--- config.mk ---
export PLATFORM = sky130hd
export DESIGN_NAME = spi_master_top
export DESIGN_NICKNAME = d
export VERILOG_FILES = /design/src/spi_bus_pkg.sv /design/src/spi_serial_pkg.sv /design/src/spi_apb_regs.sv /design/src/spi_master_top.sv /design/src/spi_pin_driver.sv /design/src/spi_shift_engine.sv
export VERILOG_INCLUDE_DIRS = /design/src
export SDC_FILE = /design/constraint.sdc
export NUM_CORES = 1
export LEC_CHECK = 0
export ABC_CLOCK_PERIOD_IN_PS = 2100
export BUFFER_PORTS_ARGS = -buffer_cell sky130_fd_sc_hd__clkbuf_2
export CORE_MARGIN = 5
export CORE_UTILIZATION = 50
export CTS_BUF_LIST = sky130_fd_sc_hd__clkbuf_8 sky130_fd_sc_hd__clkbuf_16
export DETAILED_ROUTE_END_ITERATION = 6
export PLACE_DENSITY = 0.83
export SYNTH_ARGS = -nofsm -noshare
export SYNTH_HDL_FRONTEND = slang
export SYNTH_SLANG_ARGS = --single-unit
--- constraint.sdc ---
create_clock -name clk -period 2.1 [get_ports clk]
set_input_delay 0.21 -clock clk [delete_from_list [all_inputs] [get_ports clk]]
set_output_delay 0.21 -clock clk [all_outputs]
set_load 0.02 [all_outputs]
--- src/spi_settings.svh ---
`ifndef SPI_SETTINGS_SVH
`define SPI_SETTINGS_SVH

// Serial frame size in bits
`define SPI_FRAME_W 8

// Width of the clock prescale field in CTRL
`define SPI_PRESCALE_W 16

// Number of slave select lines
`define SPI_NUM_SS 4

// APB byte address width, four word registers
`define SPI_ADDR_W 4

`endif

--- src/spi_bus_pkg.sv ---
`default_nettype none
`include "spi_settings.svh"

package spi_bus_pkg;

	typedef logic [`SPI_ADDR_W-1:0] apb_addr_t;	// Byte address
	typedef logic [31:0] apb_data_t;			// APB data word

	// Register map
	typedef enum logic [`SPI_ADDR_W-1:0] {
		REG_CTRL   = 4'h0,
		REG_TXDATA = 4'h4,	// Write starts a frame
		REG_RXDATA = 4'h8,
		REG_STATUS = 4'hC	// Read clears done
	} spi_reg_e;

	// CTRL field layout
	localparam int CTRL_EN_BIT    = 0;
	localparam int CTRL_CPOL_BIT  = 1;
	localparam int CTRL_CPHA_BIT  = 2;
	localparam int CTRL_ORDER_BIT = 3;	// 1 is MSB first
	localparam int CTRL_SEL_LSB   = 4;
	localparam int CTRL_SEL_MSB   = 5;
	localparam int CTRL_PRE_LSB   = 16;
	localparam int CTRL_PRE_MSB   = 31;

	// STATUS layout
	localparam int STAT_BUSY_BIT = 0;
	localparam int STAT_DONE_BIT = 1;

endpackage

`default_nettype wire

--- src/spi_serial_pkg.sv ---
`default_nettype none
`include "spi_settings.svh"

package spi_serial_pkg;

	typedef logic [`SPI_FRAME_W-1:0] frame_t;				// One serial frame
	typedef logic [$clog2(`SPI_FRAME_W)-1:0] bit_idx_t;	// Position within a frame
	typedef logic [`SPI_PRESCALE_W-1:0] prescale_t;		// Half period length minus one
	typedef logic [$clog2(`SPI_NUM_SS)-1:0] ss_sel_t;		// Which slave

	// Frame sequencing
	//   ST_LEAD   one idle half period with SS low before the first edge
	//   ST_SHIFT  sixteen half periods carrying the edges
	//   ST_TAIL   one idle half period after the last edge
	typedef enum logic [1:0] {
		ST_IDLE,
		ST_LEAD,
		ST_SHIFT,
		ST_TAIL
	} shift_state_e;

endpackage

`default_nettype wire

--- src/spi_apb_regs.sv ---
`timescale 1ns/1ps
`default_nettype none
`include "spi_settings.svh"

module spi_apb_regs import spi_bus_pkg::*, spi_serial_pkg::*; (
	input  logic      clk,
	input  logic      rst,
	// APB slave
	input  logic      psel,
	input  logic      penable,
	input  logic      pwrite,
	input  apb_addr_t paddr,
	input  apb_data_t pwdata,
	output apb_data_t prdata,
	output logic      pready,
	output logic      pslverr,
	// From shift engine
	input  logic      busy,
	input  logic      done_pulse,
	input  frame_t    rx_frame,
	// To engine and pin driver
	output logic      start,
	output frame_t    tx_frame,
	output logic      cpol,
	output logic      cpha,
	output logic      order,
	output ss_sel_t   select,
	output prescale_t prescale
);

	apb_data_t ctrl_q;		// Full CTRL word as written
	frame_t    rx_q;		// Last received frame
	logic      done_q;		// Sticky frame complete
	apb_data_t status;

	logic access;			// APB access phase
	logic mapped;			// Address hits a register
	logic locked;			// Frame running or about to start
	logic wr_ctrl;
	logic wr_tx;
	logic rd_status;

	assign access = psel && penable;
	assign locked = busy || start;	// Covers the cycle before busy rises

	always_comb begin
		case (paddr)
			REG_CTRL, REG_TXDATA, REG_RXDATA, REG_STATUS: mapped = 1'b1;
			default: mapped = 1'b0;
		endcase
	end

	// Writes during a frame are refused so config and data stay put
	assign wr_ctrl   = access && pwrite && (paddr == REG_CTRL) && !locked;
	assign wr_tx     = access && pwrite && (paddr == REG_TXDATA) && !locked;
	assign rd_status = access && !pwrite && (paddr == REG_STATUS);

	assign pready  = 1'b1;		// No wait states
	assign pslverr = access && (!mapped || (pwrite && locked &&
		(paddr == REG_CTRL || paddr == REG_TXDATA)));

	always_comb begin
		status = '0;
		status[STAT_BUSY_BIT] = busy;
		status[STAT_DONE_BIT] = done_q;
	end

	// Read mux without side effects
	always_comb begin
		case (paddr)
			REG_CTRL:   prdata = ctrl_q;
			REG_TXDATA: prdata = apb_data_t'(tx_frame);
			REG_RXDATA: prdata = apb_data_t'(rx_q);
			REG_STATUS: prdata = status;
			default:    prdata = '0;
		endcase
	end

	always_ff @(posedge clk) begin
		if (rst) begin
			ctrl_q <= '0;		// cpol 0 and disabled
			start  <= 1'b0;
			done_q <= 1'b0;
		end else begin
			if (wr_ctrl)
				ctrl_q <= pwdata;
			start <= wr_tx && ctrl_q[CTRL_EN_BIT];	// Launch next cycle
			if (done_pulse)
				done_q <= 1'b1;		// Set beats a same-cycle read
			else if (rd_status)
				done_q <= 1'b0;
		end
	end

	// Payload registers
	always_ff @(posedge clk) begin
		if (wr_tx)
			tx_frame <= pwdata[`SPI_FRAME_W-1:0];
		if (done_pulse)
			rx_q <= rx_frame;
	end

	assign cpol     = ctrl_q[CTRL_CPOL_BIT];
	assign cpha     = ctrl_q[CTRL_CPHA_BIT];
	assign order    = ctrl_q[CTRL_ORDER_BIT];
	assign select   = ctrl_q[CTRL_SEL_MSB:CTRL_SEL_LSB];
	assign prescale = ctrl_q[CTRL_PRE_MSB:CTRL_PRE_LSB];

	// Engine must be idle whenever a frame is launched
	a_start_idle: assert property (@(posedge clk) disable iff (rst) start |-> !busy);

endmodule

`default_nettype wire

--- src/spi_master_top.sv ---
`timescale 1ns/1ps
`default_nettype none
`include "spi_settings.svh"

module spi_master_top import spi_bus_pkg::*, spi_serial_pkg::*; (
	input  logic                   clk,
	input  logic                   rst,
	input  logic                   psel,
	input  logic                   penable,
	input  logic                   pwrite,
	input  apb_addr_t              paddr,
	input  apb_data_t              pwdata,
	output apb_data_t              prdata,
	output logic                   pready,
	output logic                   pslverr,
	input  logic                   miso,
	output logic                   sck,
	output logic                   mosi,
	output logic [`SPI_NUM_SS-1:0] ss_n
);

	// Regs to engine
	logic      start;
	frame_t    tx_frame;
	logic      cpha;
	logic      order;
	prescale_t prescale;
	// Regs to driver
	logic      cpol;
	ss_sel_t   select;
	// Engine outputs
	logic      busy;
	logic      done_pulse;
	frame_t    rx_frame;
	logic      sck_phase;
	logic      active;
	logic      mosi_bit;

	spi_apb_regs u_regs (.clk, .rst, .psel, .penable, .pwrite, .paddr, .pwdata,
		.prdata, .pready, .pslverr, .busy, .done_pulse, .rx_frame, .start,
		.tx_frame, .cpol, .cpha, .order, .select, .prescale);

	spi_shift_engine u_engine (.clk, .rst, .start, .tx_frame, .cpha, .order,
		.prescale, .miso, .busy, .done_pulse, .rx_frame, .sck_phase, .active,
		.mosi_bit);

	spi_pin_driver u_pins (.clk, .rst, .active, .sck_phase, .mosi_bit, .cpol,
		.select, .sck, .mosi, .ss_n);

endmodule

`default_nettype wire

--- src/spi_pin_driver.sv ---
`timescale 1ns/1ps
`default_nettype none
`include "spi_settings.svh"

module spi_pin_driver import spi_serial_pkg::*; (
	input  logic                   clk,
	input  logic                   rst,
	input  logic                   active,		// Frame running
	input  logic                   sck_phase,
	input  logic                   mosi_bit,
	input  logic                   cpol,
	input  ss_sel_t                select,
	output logic                   sck,
	output logic                   mosi,
	output logic [`SPI_NUM_SS-1:0] ss_n
);

	logic [`SPI_NUM_SS-1:0] ss_onehot;

	// Decode slave index
	assign ss_onehot = `SPI_NUM_SS'(1) << select;

	// One register stage on every pin keeps them aligned
	always_ff @(posedge clk) begin
		if (rst) begin
			sck  <= 1'b0;		// cpol resets to 0
			mosi <= 1'b1;
			ss_n <= '1;			// All deselected
		end else begin
			sck  <= sck_phase ^ cpol;			// Idle level is cpol
			mosi <= active ? mosi_bit : 1'b1;	// Line parks high
			ss_n <= active ? ~ss_onehot : '1;
		end
	end

	a_one_ss: assert property (@(posedge clk) disable iff (rst) $onehot0(~ss_n));

endmodule

`default_nettype wire

--- src/spi_shift_engine.sv ---
`timescale 1ns/1ps
`default_nettype none
`include "spi_settings.svh"

module spi_shift_engine import spi_serial_pkg::*; (
	input  logic      clk,
	input  logic      rst,
	input  logic      start,		// One cycle launch
	input  frame_t    tx_frame,		// Held by regs during the frame
	input  logic      cpha,
	input  logic      order,		// 1 is MSB first
	input  prescale_t prescale,
	input  logic      miso,
	output logic      busy,
	output logic      done_pulse,
	output frame_t    rx_frame,
	output logic      sck_phase,	// Unpolarized SCK
	output logic      active,
	output logic      mosi_bit
);

	localparam bit_idx_t IDX_MSB = bit_idx_t'(`SPI_FRAME_W - 1);

	shift_state_e state;
	prescale_t    cnt;			// Clocks into current half period
	bit_idx_t     idx;			// Bit on the wire
	logic         last_done;	// Trailing edge of final bit seen
	logic         samp_q;		// Delayed sample strobe
	bit_idx_t     samp_idx;		// Bit position for delayed sample
	frame_t       rx_q;

	logic     tick;
	logic     rise;
	logic     fall;
	logic     sample;
	logic     advance;
	bit_idx_t first_idx;
	bit_idx_t last_idx;
	bit_idx_t idx_step;

	assign tick = (state != ST_IDLE) && (cnt == prescale);	// Half period ends

	assign first_idx = order ? IDX_MSB : '0;
	assign last_idx  = order ? '0 : IDX_MSB;
	assign idx_step  = order ? idx - 1'b1 : idx + 1'b1;	// Down for MSB first

	// Leading and trailing edges of sck_phase
	assign rise = tick && ((state == ST_LEAD) ||
		(state == ST_SHIFT && !sck_phase && !last_done));
	assign fall = tick && (state == ST_SHIFT) && sck_phase;

	// cpha 0: sample on leading, shift on trailing
	// cpha 1: shift on leading (not the first), sample on trailing
	assign sample  = cpha ? fall : rise;
	assign advance = cpha ? (rise && state == ST_SHIFT) : (fall && idx != last_idx);

	always_ff @(posedge clk) begin
		if (rst) begin
			state      <= ST_IDLE;
			cnt        <= '0;
			idx        <= '0;
			sck_phase  <= 1'b0;
			last_done  <= 1'b0;
			done_pulse <= 1'b0;
			samp_q     <= 1'b0;
		end else begin
			done_pulse <= 1'b0;
			samp_q     <= sample;
			if (state == ST_IDLE)
				cnt <= '0;
			else
				cnt <= tick ? '0 : cnt + 1'b1;
			if (advance)
				idx <= idx_step;
			case (state)
				ST_IDLE: begin
					if (start) begin
						state     <= ST_LEAD;
						idx       <= first_idx;	// First bit shows during lead
						last_done <= 1'b0;
					end
				end
				ST_LEAD: begin
					if (tick) begin
						state     <= ST_SHIFT;
						sck_phase <= 1'b1;		// First leading edge
					end
				end
				ST_SHIFT: begin
					if (tick) begin
						if (sck_phase) begin
							sck_phase <= 1'b0;
							if (idx == last_idx)
								last_done <= 1'b1;
						end else if (last_done) begin
							state <= ST_TAIL;	// SCK stays idle
						end else begin
							sck_phase <= 1'b1;
						end
					end
				end
				ST_TAIL: begin
					if (tick) begin
						state      <= ST_IDLE;
						done_pulse <= 1'b1;		// Same cycle busy drops
					end
				end
				default: state <= ST_IDLE;
			endcase
		end
	end

	// MISO is sampled one clk after the internal edge,
	// which lines it up with the registered SCK pin
	always_ff @(posedge clk) begin
		samp_idx <= idx;
		if (samp_q)
			rx_q[samp_idx] <= miso;
	end

	assign busy      = (state != ST_IDLE);
	assign active    = (state != ST_IDLE);	// SS window, lead through tail
	assign mosi_bit  = tx_frame[idx];
	assign rx_frame  = rx_q;

	a_done_one: assert property (@(posedge clk) disable iff (rst)
		done_pulse |=> !done_pulse);
	a_sck_idle: assert property (@(posedge clk) disable iff (rst)
		(state == ST_IDLE) |-> !sck_phase);

endmodule

`default_nettype wire

==> metrics <==
Clk Latency, worst-skew pair around 0.36 ns; worst reg2reg path startpoint u_engine.state[0]$_SDFFE_PP0P_; CTS HTree Levels 3; post-route clock period utilization 95.9%; met3 GRT Util 3.82%; Mapped Nets between 500 and 600; GR Util met1 24.3%; die width 102 um; Crit-path slowest cell or3b_4; Reg power frac 59.1%; register-to-register setup slack 0.14 ns; CP Cell Sequence inv_1 > ha_2 > and2b_2 > or3b_4 > a21oi_2 > clkbuf_8; Post-Route WL ~9.9 mm; Worst-path clk slew about 0.10 ns; Placed Cells incl. Taps between 600 and 700; footprint of the multi-input gates between 2000 and 2500 sq um; CP Capture Type output pin; Mapped Cells approximately 460; Worst Path Required 1.89 ns; Vias about 3,600; critical path startpoint category flip-flop; remaining antenna violation count 0; Buffers & Inverters on Critical Path 2; Primary FF master, synth dfxtp_1; fmax 0.497 GHz; Final min period 2.01 ns; Core Area just over 8000 sq um; Crit Path Class flip-flop to output pin; Layout Cells excl Fill about 650; Reg-to-Reg End u_regs.ctrl_q[28]$_SDFFE_PP0P_; share of cells above drive strength 1 24.6%; WP data arrival about 1.8 ns; register bit total from synthesis just over 90; cell count along the critical path 6; gr busiest metal met2; std cell rows 33; P&R area growth vs syn 17.8%; Internal ~2.3 mW; sequential-to-total area share from yosys stat just under 50%; MaxCap Viol Count 0; hold_sp pwdata[6]; hold depth 1; met2 Use GR 35.0%; global-route wire length before repair approximately 17 mm; Port Buffer Count 80; root buf cell clkbuf_8; DR WL/cell ~15 um; Sequential Area about 2100 sq um; number of flops mapped to enable cells by yosys 24; share of flip-flops with an asynchronous set or reset 0%; clock group share of total power 36.3%; Power Total roughly 3.1 mW; fill count a little over 700; initial core utilization between 50% and 60%; crit path max fanout 2; TritonCTS buffer count 9; number of primary I/O pins slightly above 80; drt drc 0; GRT overflow 0; routability cong. roughly 0.94; Peak supply drop approximately 0.31 mV; antenna violations before repair 0; CP peak stage delay 0.37 ns; drt pass-1 iters 5; Num Clock Sinks just over 90; r2r worst-path depth 9; Hold EP u_regs.tx_frame[6]$_DFFE_PP_; cell area after synthesis 4260 sq um; Ant. Diodes 0; DR iter-0 viols around 260; setup TNS 0 ns; CTS Buffer Depth 2; Synth warnings 0; Logic pwr share 4.6%; CTS tree built; Total Routing Usage GR between 20% and 30%; PwrDens 617 nW/um^2; CP top delay family simple AND/OR/NAND/NOR gates; die area around 10,000 sq um; status complete, no violations; hold crit path type input pin to flip-flop; vias in the first global route 3,560; final setup fails 0; Slew Limit Fails 0; drt via density about 5.5; final net count ~600; Sw Share around a quarter; leakage power total 1.94 nW; Layout Skew between 0.007 and 0.008 ns; Die H approximately 100 um; largest net degree at the start of global routing 33; Mapped Avg Cell Area between 9 and 10 sq um; HPWL Detailed between 7 and 8 mm; RSZ-0062 raised after global routing no; library cells used by synthesis between 50 and 60; Final Hold Viols 0; Psw 0.758 mW; Final Core Density between 60% and 70%
==> power groups by stage <==
stage | logic (mW) | registers (mW) | clock network, mW
after floorplan | 0.0735 | 1.86 | 0
after global placement | 0.135 | 1.87 | 0
after detailed placement | 0.138 | 1.87 | 0
after CTS | 0.142 | 1.83 | 1.15
after global routing | 0.156 | 1.83 | 1.21
final | 0.142 | 1.83 | 1.12
==> registers in the layout, summed over array words and instances (netlist names), 2 cells and up <==
| name | flops |
|---|---|
| u_engine.idx | 3 |
| u_pins.ss_n | 4 |
| u_engine.state | 2 |
| u_regs.rx_q | 8 |
| u_engine.rx_frame | 8 |
| u_regs.ctrl_q | 32 |
| u_regs.tx_frame | 8 |
| u_engine.samp_idx | 3 |
| u_engine.cnt | 16 |
==> Yosys cell counts, drive strengths merged (2+ instances only) <==
cell	count	area, sq um
a211oi	3	22.5
or4	3	22.5
o2111ai	2	17.5
nand3b	2	15.0
nand3	6	30.0
buf	11	81.3
xnor2	8	70.1
nand2b	4	25.0
or3	2	12.5
clkbuf	13	48.8
and2	27	169
nor2b	5	31.3
inv	10	37.5
a21oi	44	220
o21ai	6	33.8
and3	5	31.3
nor3b	2	15.0
mux2i	8	80.1
ha	6	75.1
xor2	23	201
nand2	82	310
or2	2	12.5
nor4	8	75.1
mux4	3	67.6
dfxtp	68	1360
nor3	12	65.1
edfxtp	24	721
nor2	45	169
o311ai	2	17.5
nand4	9	62.6
==> stage by stage <==
step	setup WS [ns]	hold WS [ns]	cell area (sq um)
2_1_floorplan	0.0782	0.309	4260
3_3_place_gp	0.222	0.404	4780
3_5_place_dp	0.175	0.406	4780
4_1_cts	0.0649	0.0302	5010
5_1_grt	0.0118	0.0403	5020
6_report	0.0864	0.0387	5020
==> cells in the final DEF (no fill, tap or decap), types with 8 or more instances in the layout <==
| cell | netlist | layout |
|---|---|---|
| nand2_1 | 81 | 81 |
| clkbuf_2 | 0 | 79 |
| dfxtp_1 | 68 | 66 |
| nor2_1 | 45 | 45 |
| a21oi_1 | 44 | 43 |
| and2_1 | 27 | 27 |
| edfxtp_1 | 24 | 24 |
| xor2_1 | 23 | 23 |
| buf_4 | 3 | 14 |
| inv_1 | 10 | 10 |
| nor3_1 | 11 | 10 |
| clkbuf_8 | 0 | 10 |
| mux2i_1 | 8 | 8 |
| nand4_1 | 8 | 8 |
| xnor2_1 | 8 | 8 |
==> layout make-up <==
type / instances / area share (%)
flip-flops and latches: 92 / 41.5
multi-input cells: 335 / 40.5
repair buffers: 96 / 10.9
well taps: 105 / 2.62
clock buffers: 9 / 2.47
clock inverters: 7 / 1.27
inverters: 10 / 0.748
==> repair_timing <==
item                                    4_1_cts  5_1_grt
hold buffers                                  0        0
gates resized for setup                       6        2
setup buffers                                 3        0
endpoints found under the setup margin        2       26
pin swaps                                     1        1
==> cell families (layout without fill, tap and decap cells) <==
| group | after synthesis | after routing | share of synthesized area [%] |
|---|---|---|---|
| AO/OA/AOI/OAI | 65 | 65 | 9.11 |
| XOR/XNOR | 31 | 31 | 6.37 |
| adder cells (fa/ha/maj) | 7 | 7 | 2.23 |
| buffers and inverters | 34 | 122 | 3.94 |
| flip-flops | 92 | 92 | 48.9 |
| multiplexers | 11 | 11 | 3.47 |
| other | 1 | 1 | 0.0880 |
| AND/OR/NAND/NOR | 220 | 220 | 25.9 |
==> metal layers <==
metal,share of wire [%],up-vias,wire (um)
met2,49,134,4820
met5,0,-,0
met4,2.1,0,212
met1,42,1682,4180
met3,7.0,24,689
li1,-,1743,-
==> how the worst max path moves through the flow <==
stage,from,to
floorplan,u_engine.state[0]$_SDFFE_PP0P_,u_regs.tx_frame[0]$_DFFE_PP_
global placement,u_engine.state[0]$_SDFFE_PP0P_,pslverr
detailed placement,u_engine.state[0]$_SDFFE_PP0P_,u_regs.ctrl_q[28]$_SDFFE_PP0P_
CTS,u_engine.state[0]$_SDFFE_PP0P_,pslverr
global route,u_engine.state[0]$_SDFFE_PP0P_,pslverr
finish,u_engine.state[0]$_SDFFE_PP0P_,pslverr
No activity file was read; power rests on OpenSTA's default activity.
